**config.mk**
```make
export PLATFORM = sky130hd
export DESIGN_NAME = glb_core_switch
export DESIGN_NICKNAME = d
export VERILOG_FILES = /design/src/source/glb_pkg.sv /design/src/source/glb_core_switch.sv
export VERILOG_INCLUDE_DIRS = /design/src /design/src/include
export SDC_FILE = /design/constraint.sdc
export NUM_CORES = 1
export LEC_CHECK = 0
export BUFFER_PORTS_ARGS = -buffer_cell sky130_fd_sc_hd__buf_2
export CORE_AREA = 2 2 221 223
export CTS_BUF_LIST = sky130_fd_sc_hd__clkbuf_8
export CTS_CLUSTER_DIAMETER = 60
export CTS_CLUSTER_SIZE = 10
export DETAILED_ROUTE_END_ITERATION = 8
export DIE_AREA = 0 0 223 225
export GPL_TIMING_DRIVEN = 0
export PLACE_DENSITY_LB_ADDON = 0.05
export SLEW_MARGIN = 20
export SYNTH_ARGS = -nofsm -noshare
export SYNTH_HDL_FRONTEND = slang
export SYNTH_SLANG_ARGS = --single-unit
export TNS_END_PERCENT = 30
```
**constraint.sdc**
```tcl
create_clock -name clk -period 5.2 [get_ports clk]
set_input_delay 0.52 -clock clk [delete_from_list [all_inputs] [get_ports clk]]
set_output_delay 0.52 -clock clk [all_outputs]
set_load 0.05 [all_outputs]
```
**src/include/glb_defs.svh**
```systemverilog
// Size parameters for one global buffer tile.
// Included by the package and by every module that sizes a port from them.

`ifndef GLB_DEFS_SVH
`define GLB_DEFS_SVH

// banks held inside one tile
`define GLB_BANKS_PER_TILE 4

// word address inside a single bank
`define GLB_BANK_ADDR_WIDTH 8

// bank index field of a global address
`define GLB_BANK_SEL_WIDTH 2

// tile index field of a global address
`define GLB_TILE_SEL_WIDTH 3

// full global address, tile field on top
`define GLB_ADDR_WIDTH (`GLB_TILE_SEL_WIDTH + `GLB_BANK_SEL_WIDTH + `GLB_BANK_ADDR_WIDTH)

`define GLB_DATA_WIDTH 32

`endif

```
**src/source/glb_pkg.sv**
```systemverilog
// Shared types for the global buffer tile.
// Modules pull these in with a wildcard import in their header.

`default_nettype none

package glb_pkg;

`include "glb_defs.svh"

    // tile | bank | word, from the top bit down
    typedef logic [`GLB_ADDR_WIDTH-1:0]      glb_addr_t;
    typedef logic [`GLB_DATA_WIDTH-1:0]      glb_data_t;
    typedef logic [`GLB_TILE_SEL_WIDTH-1:0]  glb_tile_id_t;
    typedef logic [`GLB_BANK_SEL_WIDTH-1:0]  glb_bank_sel_t;
    typedef logic [`GLB_BANK_ADDR_WIDTH-1:0] glb_bank_addr_t;

    // zero means the DMA path is off
    typedef logic [1:0] glb_dma_mode_t;

    // which requester owns a read in flight
    typedef enum logic [1:0] {
        NONE     = 2'd0,
        PROC     = 2'd1,
        STRM_DMA = 2'd2,
        STRM_RTR = 2'd3
    } glb_rd_src_t;

endpackage

`default_nettype wire

```
**src/source/glb_core_switch.sv**
```systemverilog
// Core channel switch of a global buffer tile.
// Picks one write and one read per cycle, filters on tile id, drives the banks
// and steers bank responses back to the requester after a fixed latency.

`timescale 1ns/1ps
`default_nettype none

`include "glb_defs.svh"

module glb_core_switch import glb_pkg::*; (
    input  wire logic           clk,
    input  wire logic           reset,
    input  wire logic           clk_en,
    input  wire glb_tile_id_t   glb_tile_id,
    input  wire glb_dma_mode_t  cfg_st_dma_mode,
    input  wire glb_dma_mode_t  cfg_ld_dma_mode,

    // processor port
    input  wire logic           proc_wr_en,
    input  wire glb_addr_t      proc_wr_addr,
    input  wire glb_data_t      proc_wr_data,
    input  wire logic           proc_rd_en,
    input  wire glb_addr_t      proc_rd_addr,

    // stream dma engine
    input  wire logic           strm_dma_wr_en,
    input  wire glb_addr_t      strm_dma_wr_addr,
    input  wire glb_data_t      strm_dma_wr_data,
    input  wire logic           strm_dma_rd_en,
    input  wire glb_addr_t      strm_dma_rd_addr,

    // stream router chain, from the previous tile
    input  wire logic           strm_rtr_wr_en,
    input  wire glb_addr_t      strm_rtr_wr_addr,
    input  wire glb_data_t      strm_rtr_wr_data,
    input  wire logic           strm_rtr_rd_en,
    input  wire glb_addr_t      strm_rtr_rd_addr,

    // pass-through toward the next tile
    output logic                chain_wr_en,
    output glb_addr_t           chain_wr_addr,
    output glb_data_t           chain_wr_data,
    output logic                chain_rd_en,
    output glb_addr_t           chain_rd_addr,

    input  wire logic           chain_rsp_valid,
    input  wire glb_data_t      chain_rsp_data,

    // responses
    output logic                proc_rsp_valid,
    output glb_data_t           proc_rsp_data,
    output logic                strm_rtr_rsp_valid,
    output glb_data_t           strm_rtr_rsp_data,
    output logic                strm_dma_rsp_valid,
    output glb_data_t           strm_dma_rsp_data,

    // bank side
    output logic [`GLB_BANKS_PER_TILE-1:0] bank_wr_en,
    output glb_bank_addr_t      bank_wr_addr,
    output glb_data_t           bank_wr_data,
    output logic [`GLB_BANKS_PER_TILE-1:0] bank_rd_en,
    output glb_bank_addr_t      bank_rd_addr,
    input  wire logic [`GLB_BANKS_PER_TILE-1:0] bank_rd_valid,
    input  wire glb_data_t      bank_rd_data [`GLB_BANKS_PER_TILE]
);

    localparam int WORD_W = `GLB_BANK_ADDR_WIDTH;
    localparam int BANK_W = `GLB_BANK_SEL_WIDTH;

    logic           st_dma_on;
    logic           ld_dma_on;

    logic           wr_en_mux;
    glb_addr_t      wr_addr_mux;
    glb_data_t      wr_data_mux;
    logic [`GLB_BANKS_PER_TILE-1:0] wr_onehot;

    glb_rd_src_t    rd_src;
    glb_addr_t      rd_addr_mux;
    logic [`GLB_BANKS_PER_TILE-1:0] rd_onehot;

    // read owner and bank travel alongside the bank access
    glb_rd_src_t    rd_src_q0;
    glb_rd_src_t    rd_src_q1;
    glb_rd_src_t    rd_src_q2;
    glb_bank_sel_t  rd_bank_q0;
    glb_bank_sel_t  rd_bank_q1;
    glb_bank_sel_t  rd_bank_q2;

    logic [`GLB_BANKS_PER_TILE-1:0] rsp_valid_q;
    glb_data_t      rsp_data_q [`GLB_BANKS_PER_TILE];

    logic           local_valid;
    glb_data_t      local_data;

    function automatic logic tile_hit(glb_addr_t addr, glb_tile_id_t id);
        return addr[WORD_W + BANK_W +: `GLB_TILE_SEL_WIDTH] == id;
    endfunction

    function automatic glb_bank_sel_t bank_of(glb_addr_t addr);
        return addr[WORD_W +: BANK_W];
    endfunction

    assign st_dma_on = (cfg_st_dma_mode != 2'b00);
    assign ld_dma_on = (cfg_ld_dma_mode != 2'b00);

    // write source: processor first, then whichever stream path is active
    always_comb begin
        if (proc_wr_en) begin
            wr_en_mux   = proc_wr_en;
            wr_addr_mux = proc_wr_addr;
            wr_data_mux = proc_wr_data;
        end else if (st_dma_on) begin
            wr_en_mux   = strm_dma_wr_en;
            wr_addr_mux = strm_dma_wr_addr;
            wr_data_mux = strm_dma_wr_data;
        end else begin
            wr_en_mux   = strm_rtr_wr_en;
            wr_addr_mux = strm_rtr_wr_addr;
            wr_data_mux = strm_rtr_wr_data;
        end
    end

    always_comb begin
        wr_onehot = '0;
        if (wr_en_mux && tile_hit(wr_addr_mux, glb_tile_id)) begin
            wr_onehot[bank_of(wr_addr_mux)] = 1'b1;
        end
    end

    // read source, only requests aimed at this tile count
    always_comb begin
        if (proc_rd_en && tile_hit(proc_rd_addr, glb_tile_id)) begin
            rd_src = PROC;
        end else if (ld_dma_on && strm_dma_rd_en && tile_hit(strm_dma_rd_addr, glb_tile_id)) begin
            rd_src = STRM_DMA;
        end else if (!ld_dma_on && strm_rtr_rd_en
                     && tile_hit(strm_rtr_rd_addr, glb_tile_id)) begin
            rd_src = STRM_RTR;
        end else begin
            rd_src = NONE;
        end
    end

    always_comb begin
        case (rd_src)
            PROC:     rd_addr_mux = proc_rd_addr;
            STRM_DMA: rd_addr_mux = strm_dma_rd_addr;
            STRM_RTR: rd_addr_mux = strm_rtr_rd_addr;
            default:  rd_addr_mux = '0;
        endcase
    end

    always_comb begin
        rd_onehot = '0;
        if (rd_src != NONE) begin
            rd_onehot[bank_of(rd_addr_mux)] = 1'b1;
        end
    end

    // request register toward the banks
    always_ff @(posedge clk or posedge reset) begin
        if (reset) begin
            bank_wr_en <= '0;
            bank_rd_en <= '0;
            rd_src_q0  <= NONE;
            rd_src_q1  <= NONE;
            rd_src_q2  <= NONE;
        end else if (clk_en) begin
            bank_wr_en <= wr_onehot;
            bank_rd_en <= rd_onehot;
            rd_src_q0  <= rd_src;
            rd_src_q1  <= rd_src_q0;
            rd_src_q2  <= rd_src_q1;
        end
    end

    always_ff @(posedge clk) begin
        if (clk_en) begin
            bank_wr_addr <= wr_addr_mux[WORD_W-1:0];
            bank_wr_data <= wr_data_mux;
            bank_rd_addr <= rd_addr_mux[WORD_W-1:0];
            rd_bank_q0   <= bank_of(rd_addr_mux);
            rd_bank_q1   <= rd_bank_q0;
            rd_bank_q2   <= rd_bank_q1;
        end
    end

    // bank response stage, lines up with rd_src_q2
    always_ff @(posedge clk or posedge reset) begin
        if (reset) begin
            rsp_valid_q <= '0;
        end else if (clk_en) begin
            rsp_valid_q <= bank_rd_valid;
        end
    end

    always_ff @(posedge clk) begin
        if (clk_en) begin
            for (int i = 0; i < `GLB_BANKS_PER_TILE; i++) begin
                rsp_data_q[i] <= bank_rd_data[i];
            end
        end
    end

    assign local_valid = rsp_valid_q[rd_bank_q2];
    assign local_data  = rsp_data_q[rd_bank_q2];

    // processor only ever sees its own reads
    assign proc_rsp_valid = (rd_src_q2 == PROC) ? local_valid : 1'b0;
    assign proc_rsp_data  = (rd_src_q2 == PROC) ? local_data : '0;

    // local stream reads win, chain responses fill the gaps
    always_comb begin
        if (rd_src_q2 == STRM_DMA || rd_src_q2 == STRM_RTR) begin
            strm_rtr_rsp_valid = local_valid;
            strm_rtr_rsp_data  = local_data;
        end else begin
            strm_rtr_rsp_valid = chain_rsp_valid;
            strm_rtr_rsp_data  = chain_rsp_data;
        end
    end

    assign strm_dma_rsp_valid = ld_dma_on ? chain_rsp_valid : 1'b0;
    assign strm_dma_rsp_data  = ld_dma_on ? chain_rsp_data : '0;

    // stream packets continue down the chain unfiltered
    assign chain_wr_en   = st_dma_on ? strm_dma_wr_en : strm_rtr_wr_en;
    assign chain_wr_addr = st_dma_on ? strm_dma_wr_addr : strm_rtr_wr_addr;
    assign chain_wr_data = st_dma_on ? strm_dma_wr_data : strm_rtr_wr_data;
    assign chain_rd_en   = ld_dma_on ? strm_dma_rd_en : strm_rtr_rd_en;
    assign chain_rd_addr = ld_dma_on ? strm_dma_rd_addr : strm_rtr_rd_addr;

endmodule

`default_nettype wire

```
==> out/metrics.json <==
{
  "clock.fmax": {"value": 298, "unit": "MHz"},
  "cp_top_family": {"value": "buffers and inverters"},
  "cts_htree_levels": {"value": 1},
  "power.leakage": {"value": 6.20, "unit": "nW"},
  "warning_count_from_the_yosys_run": {"value": 0},
  "worst_setup_path_start_kind": {"value": "flop"},
  "utilization": {"value": 0.301},
  "cts_tree": {"value": "yes"},
  "critical_path_class": {"value": "flop to output pin"},
  "ys_async_sr_fraction": {"value": 0.0891},
  "final_net_count": {"value": 1577},
  "rows": {"value": 80},
  "cts_hold_buf": {"value": 46},
  "overflow": {"value": 0},
  "report.final.setup_viol": {"value": 0},
  "outcome": {"value": "finished, final reports clean"},
  "cp_data_arrival_time": {"value": 2.83, "unit": "ns"},
  "grt_max_degree": {"value": 68},
  "critical_path_peak_fanout": {"value": 10},
  "synth.net_count": {"value": 930},
  "avg_cell_area_syn": {"value": 16.6, "unit": "um^2"},
  "drive_above_1_share": {"value": 0.645},
  "cpMaxStageDelayCell": {"value": "sky130_fd_sc_hd__nor2b_1"},
  "flow.area_growth_from_synthesis": {"value": 50.3, "unit": "%"},
  "max-vdd-ir-drop": {"value": 0.000179, "unit": "V"},
  "finalWeightedCongestion": {"value": 0.743},
  "crit_path_frequent_cell": {"value": "sky130_fd_sc_hd__clkbuf_1"},
  "detail-route-antenna-nets": {"value": 0},
  "drc": {"value": 0},
  "pwr_density_cell": {"value": 332, "unit": "nW/um^2"},
  "grt_antenna_before_repair": {"value": 9},
  "period_share": {"value": 0.645},
  "critical_path.endpoint_type": {"value": "output pin"},
  "clockBufferDepth": {"value": 3},
  "vias_per_cell": {"value": 4.05},
  "boundaryPins": {"value": 570},
  "worst-path-buf-inv": {"value": 3},
  "totalWireLength": {"value": 37000, "unit": "um"},
  "slew_violations": {"value": 0},
  "die_area": {"value": 50200, "unit": "um^2"},
  "initial_utilization": {"value": 0.201},
  "drt-initial-drc-count": {"value": 236},
  "least_margin_pin_slew": {"value": 0.833, "unit": "ns"},
  "synth_area": {"value": 9530, "unit": "um^2"},
  "cts.root.buffer_cell": {"value": "sky130_fd_sc_hd__clkbuf_8"},
  "clk_latency": {"value": 0.61, "unit": "ns"},
  "dpl.cell_count": {"value": 1758},
  "tritoncts.num_buffers": {"value": 31},
  "core_area": {"value": 47500, "unit": "um^2"},
  "grt_setup_unrepaired": {"value": "false"},
  "post-cts-setup-buffer-count": {"value": 0},
  "finalCriticalPeriod": {"value": 3.35, "unit": "ns"},
  "post-route-worst-setup-slack": {"value": 1.85, "unit": "ns"},
  "synth_sequential_area_ratio": {"value": 0.625},
  "final_cell_count_no_fill": {"value": 1865},
  "slew_headroom": {"value": 0.444},
  "die_w": {"value": 223, "unit": "um"},
  "clkSlewWorstSetupHoldPaths": {"value": 0.07, "unit": "ns"},
  "synth_enable_flop_cells": {"value": 182},
  "worst_ep_required_time": {"value": 4.68, "unit": "ns"},
  "dr.pass1.iters": {"value": 5},
  "worst_path_max_stage_delay": {"value": 0.59, "unit": "ns"},
  "synth_cells": {"value": 575},
  "ys.flop_type": {"value": "sky130_fd_sc_hd__edfxtp_1"},
  "cts-resized-gates": {"value": 0},
  "grtUsageTotal": {"value": 0.143},
  "dp.final_hpwl": {"value": 29300, "unit": "um"},
  "crit_path_cell_trace": {"value": "clkbuf_1, nor2b_1, clkbuf_1, and2_1, buf_2"},
  "chipHeight": {"value": 225, "unit": "um"},
  "cts.sinks": {"value": 202},
  "grt_pass1_wl": {"value": 53000, "unit": "um"},
  "via_count_of_the_first_global_routing_pass": {"value": 8143},
  "hold_violations": {"value": 0},
  "drt-wirelength-per-cell": {"value": 19.9, "unit": "um"},
  "clock-skew-final": {"value": 0.00529, "unit": "ns"},
  "vias": {"value": 7552},
  "ys_seq_elements": {"value": 202},
  "drv_cap": {"value": 0},
  "ys_types": {"value": 44},
  "io_buffer_count": {"value": 566},
  "hp-class": {"value": "primary input to async pin"},
  "placement.setup.worst_slack": {"value": 2.00, "unit": "ns"}
}
-- sequential cells by signal, summed over array words and instances (netlist names), named ones only --
signal,cells
bank_rd_addr,8
bank_wr_en,4
rd_bank_q0,2
bank_wr_data,32
rsp_data_q,128
rsp_valid_q,4
bank_wr_addr,8
bank_rd_en,4
rd_src_q2,2
rd_src_q1,2
rd_bank_q1,2
rd_bank_q2,2
rd_src_q0,2
-- placed cells by master (no fill, tap or decap), types with 2 or more instances in the layout --
master                          synthesis  routed
sky130_fd_sc_hd__or2_2                  3       3
sky130_fd_sc_hd__nand2b_1               2       2
sky130_fd_sc_hd__o2bb2ai_1              4       4
sky130_fd_sc_hd__o31ai_1                2       2
sky130_fd_sc_hd__nor3b_1                3       3
sky130_fd_sc_hd__nor2_1                 6       5
sky130_fd_sc_hd__buf_16                 0       2
sky130_fd_sc_hd__mux2i_1                2       2
sky130_fd_sc_hd__nand4_1                5       5
sky130_fd_sc_hd__o21ai_0                4       4
sky130_fd_sc_hd__dfrtp_1               18      18
sky130_fd_sc_hd__inv_1                 13      21
sky130_fd_sc_hd__inv_6                  0       3
sky130_fd_sc_hd__edfxtp_1             182     182
sky130_fd_sc_hd__a221oi_1               2       2
sky130_fd_sc_hd__buf_1                  2       2
sky130_fd_sc_hd__mux4_2                33      33
sky130_fd_sc_hd__buf_2                 10     575
sky130_fd_sc_hd__bufinv_16              0       4
sky130_fd_sc_hd__o21a_1                 4       4
sky130_fd_sc_hd__dfxtp_1                2       2
sky130_fd_sc_hd__nor2b_1               35      35
sky130_fd_sc_hd__diode_2                0       7
sky130_fd_sc_hd__or3b_1                 2       2
sky130_fd_sc_hd__a222oi_1               8       8
sky130_fd_sc_hd__xor2_1                 8       8
sky130_fd_sc_hd__and2_1                36      36
sky130_fd_sc_hd__nand2_1                4       4
sky130_fd_sc_hd__xnor2_1                4       4
sky130_fd_sc_hd__clkbuf_8               0      31
sky130_fd_sc_hd__dlygate4sd3_1          0      46
sky130_fd_sc_hd__clkbuf_1              22      22
sky130_fd_sc_hd__or4_1                  2       2
sky130_fd_sc_hd__buf_6                  2       2
sky130_fd_sc_hd__mux2_2               140     140
sky130_fd_sc_hd__clkinvlp_4             0       3
sky130_fd_sc_hd__clkinv_1               0       3
-- routing by layer --
layer | routed length (um) | GRT usage | vias up | share of wire
met1 | 13700 | 0.154 | 3618 | 0.37
met5 | 56 | 0 | - | 0.0015
li1 | - | - | 3543 | -
met3 | 2990 | 0.0503 | 45 | 0.081
met4 | 737 | 0.0372 | 8 | 0.020
met2 | 19500 | 0.265 | 338 | 0.53
-- cell usage after synthesis (all sizes together) (2+ instances only) --
master / n / area [um^2]
buf: 14 / 80.1
o2bb2ai: 4 / 35.0
a221oi: 2 / 17.5
clkbuf: 22 / 82.6
a222oi: 8 / 80.1
or4: 2 / 15.0
dfrtp: 18 / 450
nor2: 7 / 33.8
mux4: 33 / 743
mux2: 140 / 1580
mux2i: 2 / 20.0
nand2b: 2 / 12.5
or2: 3 / 18.8
and2: 36 / 225
xnor2: 4 / 35.0
dfxtp: 2 / 40.0
or3b: 2 / 17.5
o31ai: 2 / 15.0
nand2: 4 / 15.0
o21ai: 4 / 20.0
nor3b: 4 / 35.0
xor2: 8 / 70.1
nor2b: 35 / 219
o21a: 4 / 30.0
nand4: 5 / 31.3
inv: 13 / 48.8
edfxtp: 182 / 5470
-- final timing paths --
kind                       slack [ns]             start  cells past startpoint           endpoint
hold / removal                   0.07             reset                      2       rd_src_q0[1]
hold reg to reg                  0.42     rd_bank_q0[1]                      0      rd_bank_q1[1]
setup reg to reg                 3.45      rd_src_q2[1]                      3       rd_src_q2[1]
min in group clk                 0.08  bank_rd_data[40]                      1   rsp_data_q[2][8]
setup / recovery                 1.85      rd_src_q2[1]                      5  proc_rsp_data[29]
max in group asynchronous        4.59             reset                      2      bank_wr_en[3]
-- cell families after synthesis --
family | share of synthesized area
DFF | 0.625
xor gates and xnor gates | 0.0110
and+or+nand+nor | 0.0684
buffers and inverters | 0.0222
AOI/OAI and AO/OA | 0.0282
muxes | 0.245
-- final cells by class --
cell class                      count  area [um^2]
Buffer                             36          163
Clock inverter                     23          224
Multi-Input combinational cell    324         3370
Tap cell                          615          769
Sequential cell                   202         5960
Inverter                           13         48.8
Clock buffer                       31          427
Antenna cell                        7         17.5
Fill cell                        4930        33200
Timing Repair Buffer              614         3360
-- per-stage QoR --
step | hold WS, ns | TNS [ns] | total power (W) | instance area [um^2]
after floorplan | 0.400 | 0 | 0.00288 | 9530
after global placement | 0.405 | -5.76 | 0.00333 | 13100
after detailed placement | 0.405 | 0 | 0.00332 | 13200
after CTS | 0.0000209 | 0 | 0.00486 | 14300
after global routing | 0.0148 | 0 | 0.00499 | 14300
final | 0.0723 | 0 | 0.00476 | 14300
-- power breakdown --
| group | total [W] | leakage [nW] | switching [W] | internal [W] |
|---|---|---|---|---|
| clock | 0.00146 | 0.349 | 0.000694 | 0.000764 |
| combinational | 0.00134 | 3.83 | 0.000909 | 0.000433 |
| sequential | 0.00196 | 2.03 | 0.0000350 | 0.00192 |
(Power assumes the default switching activity.)
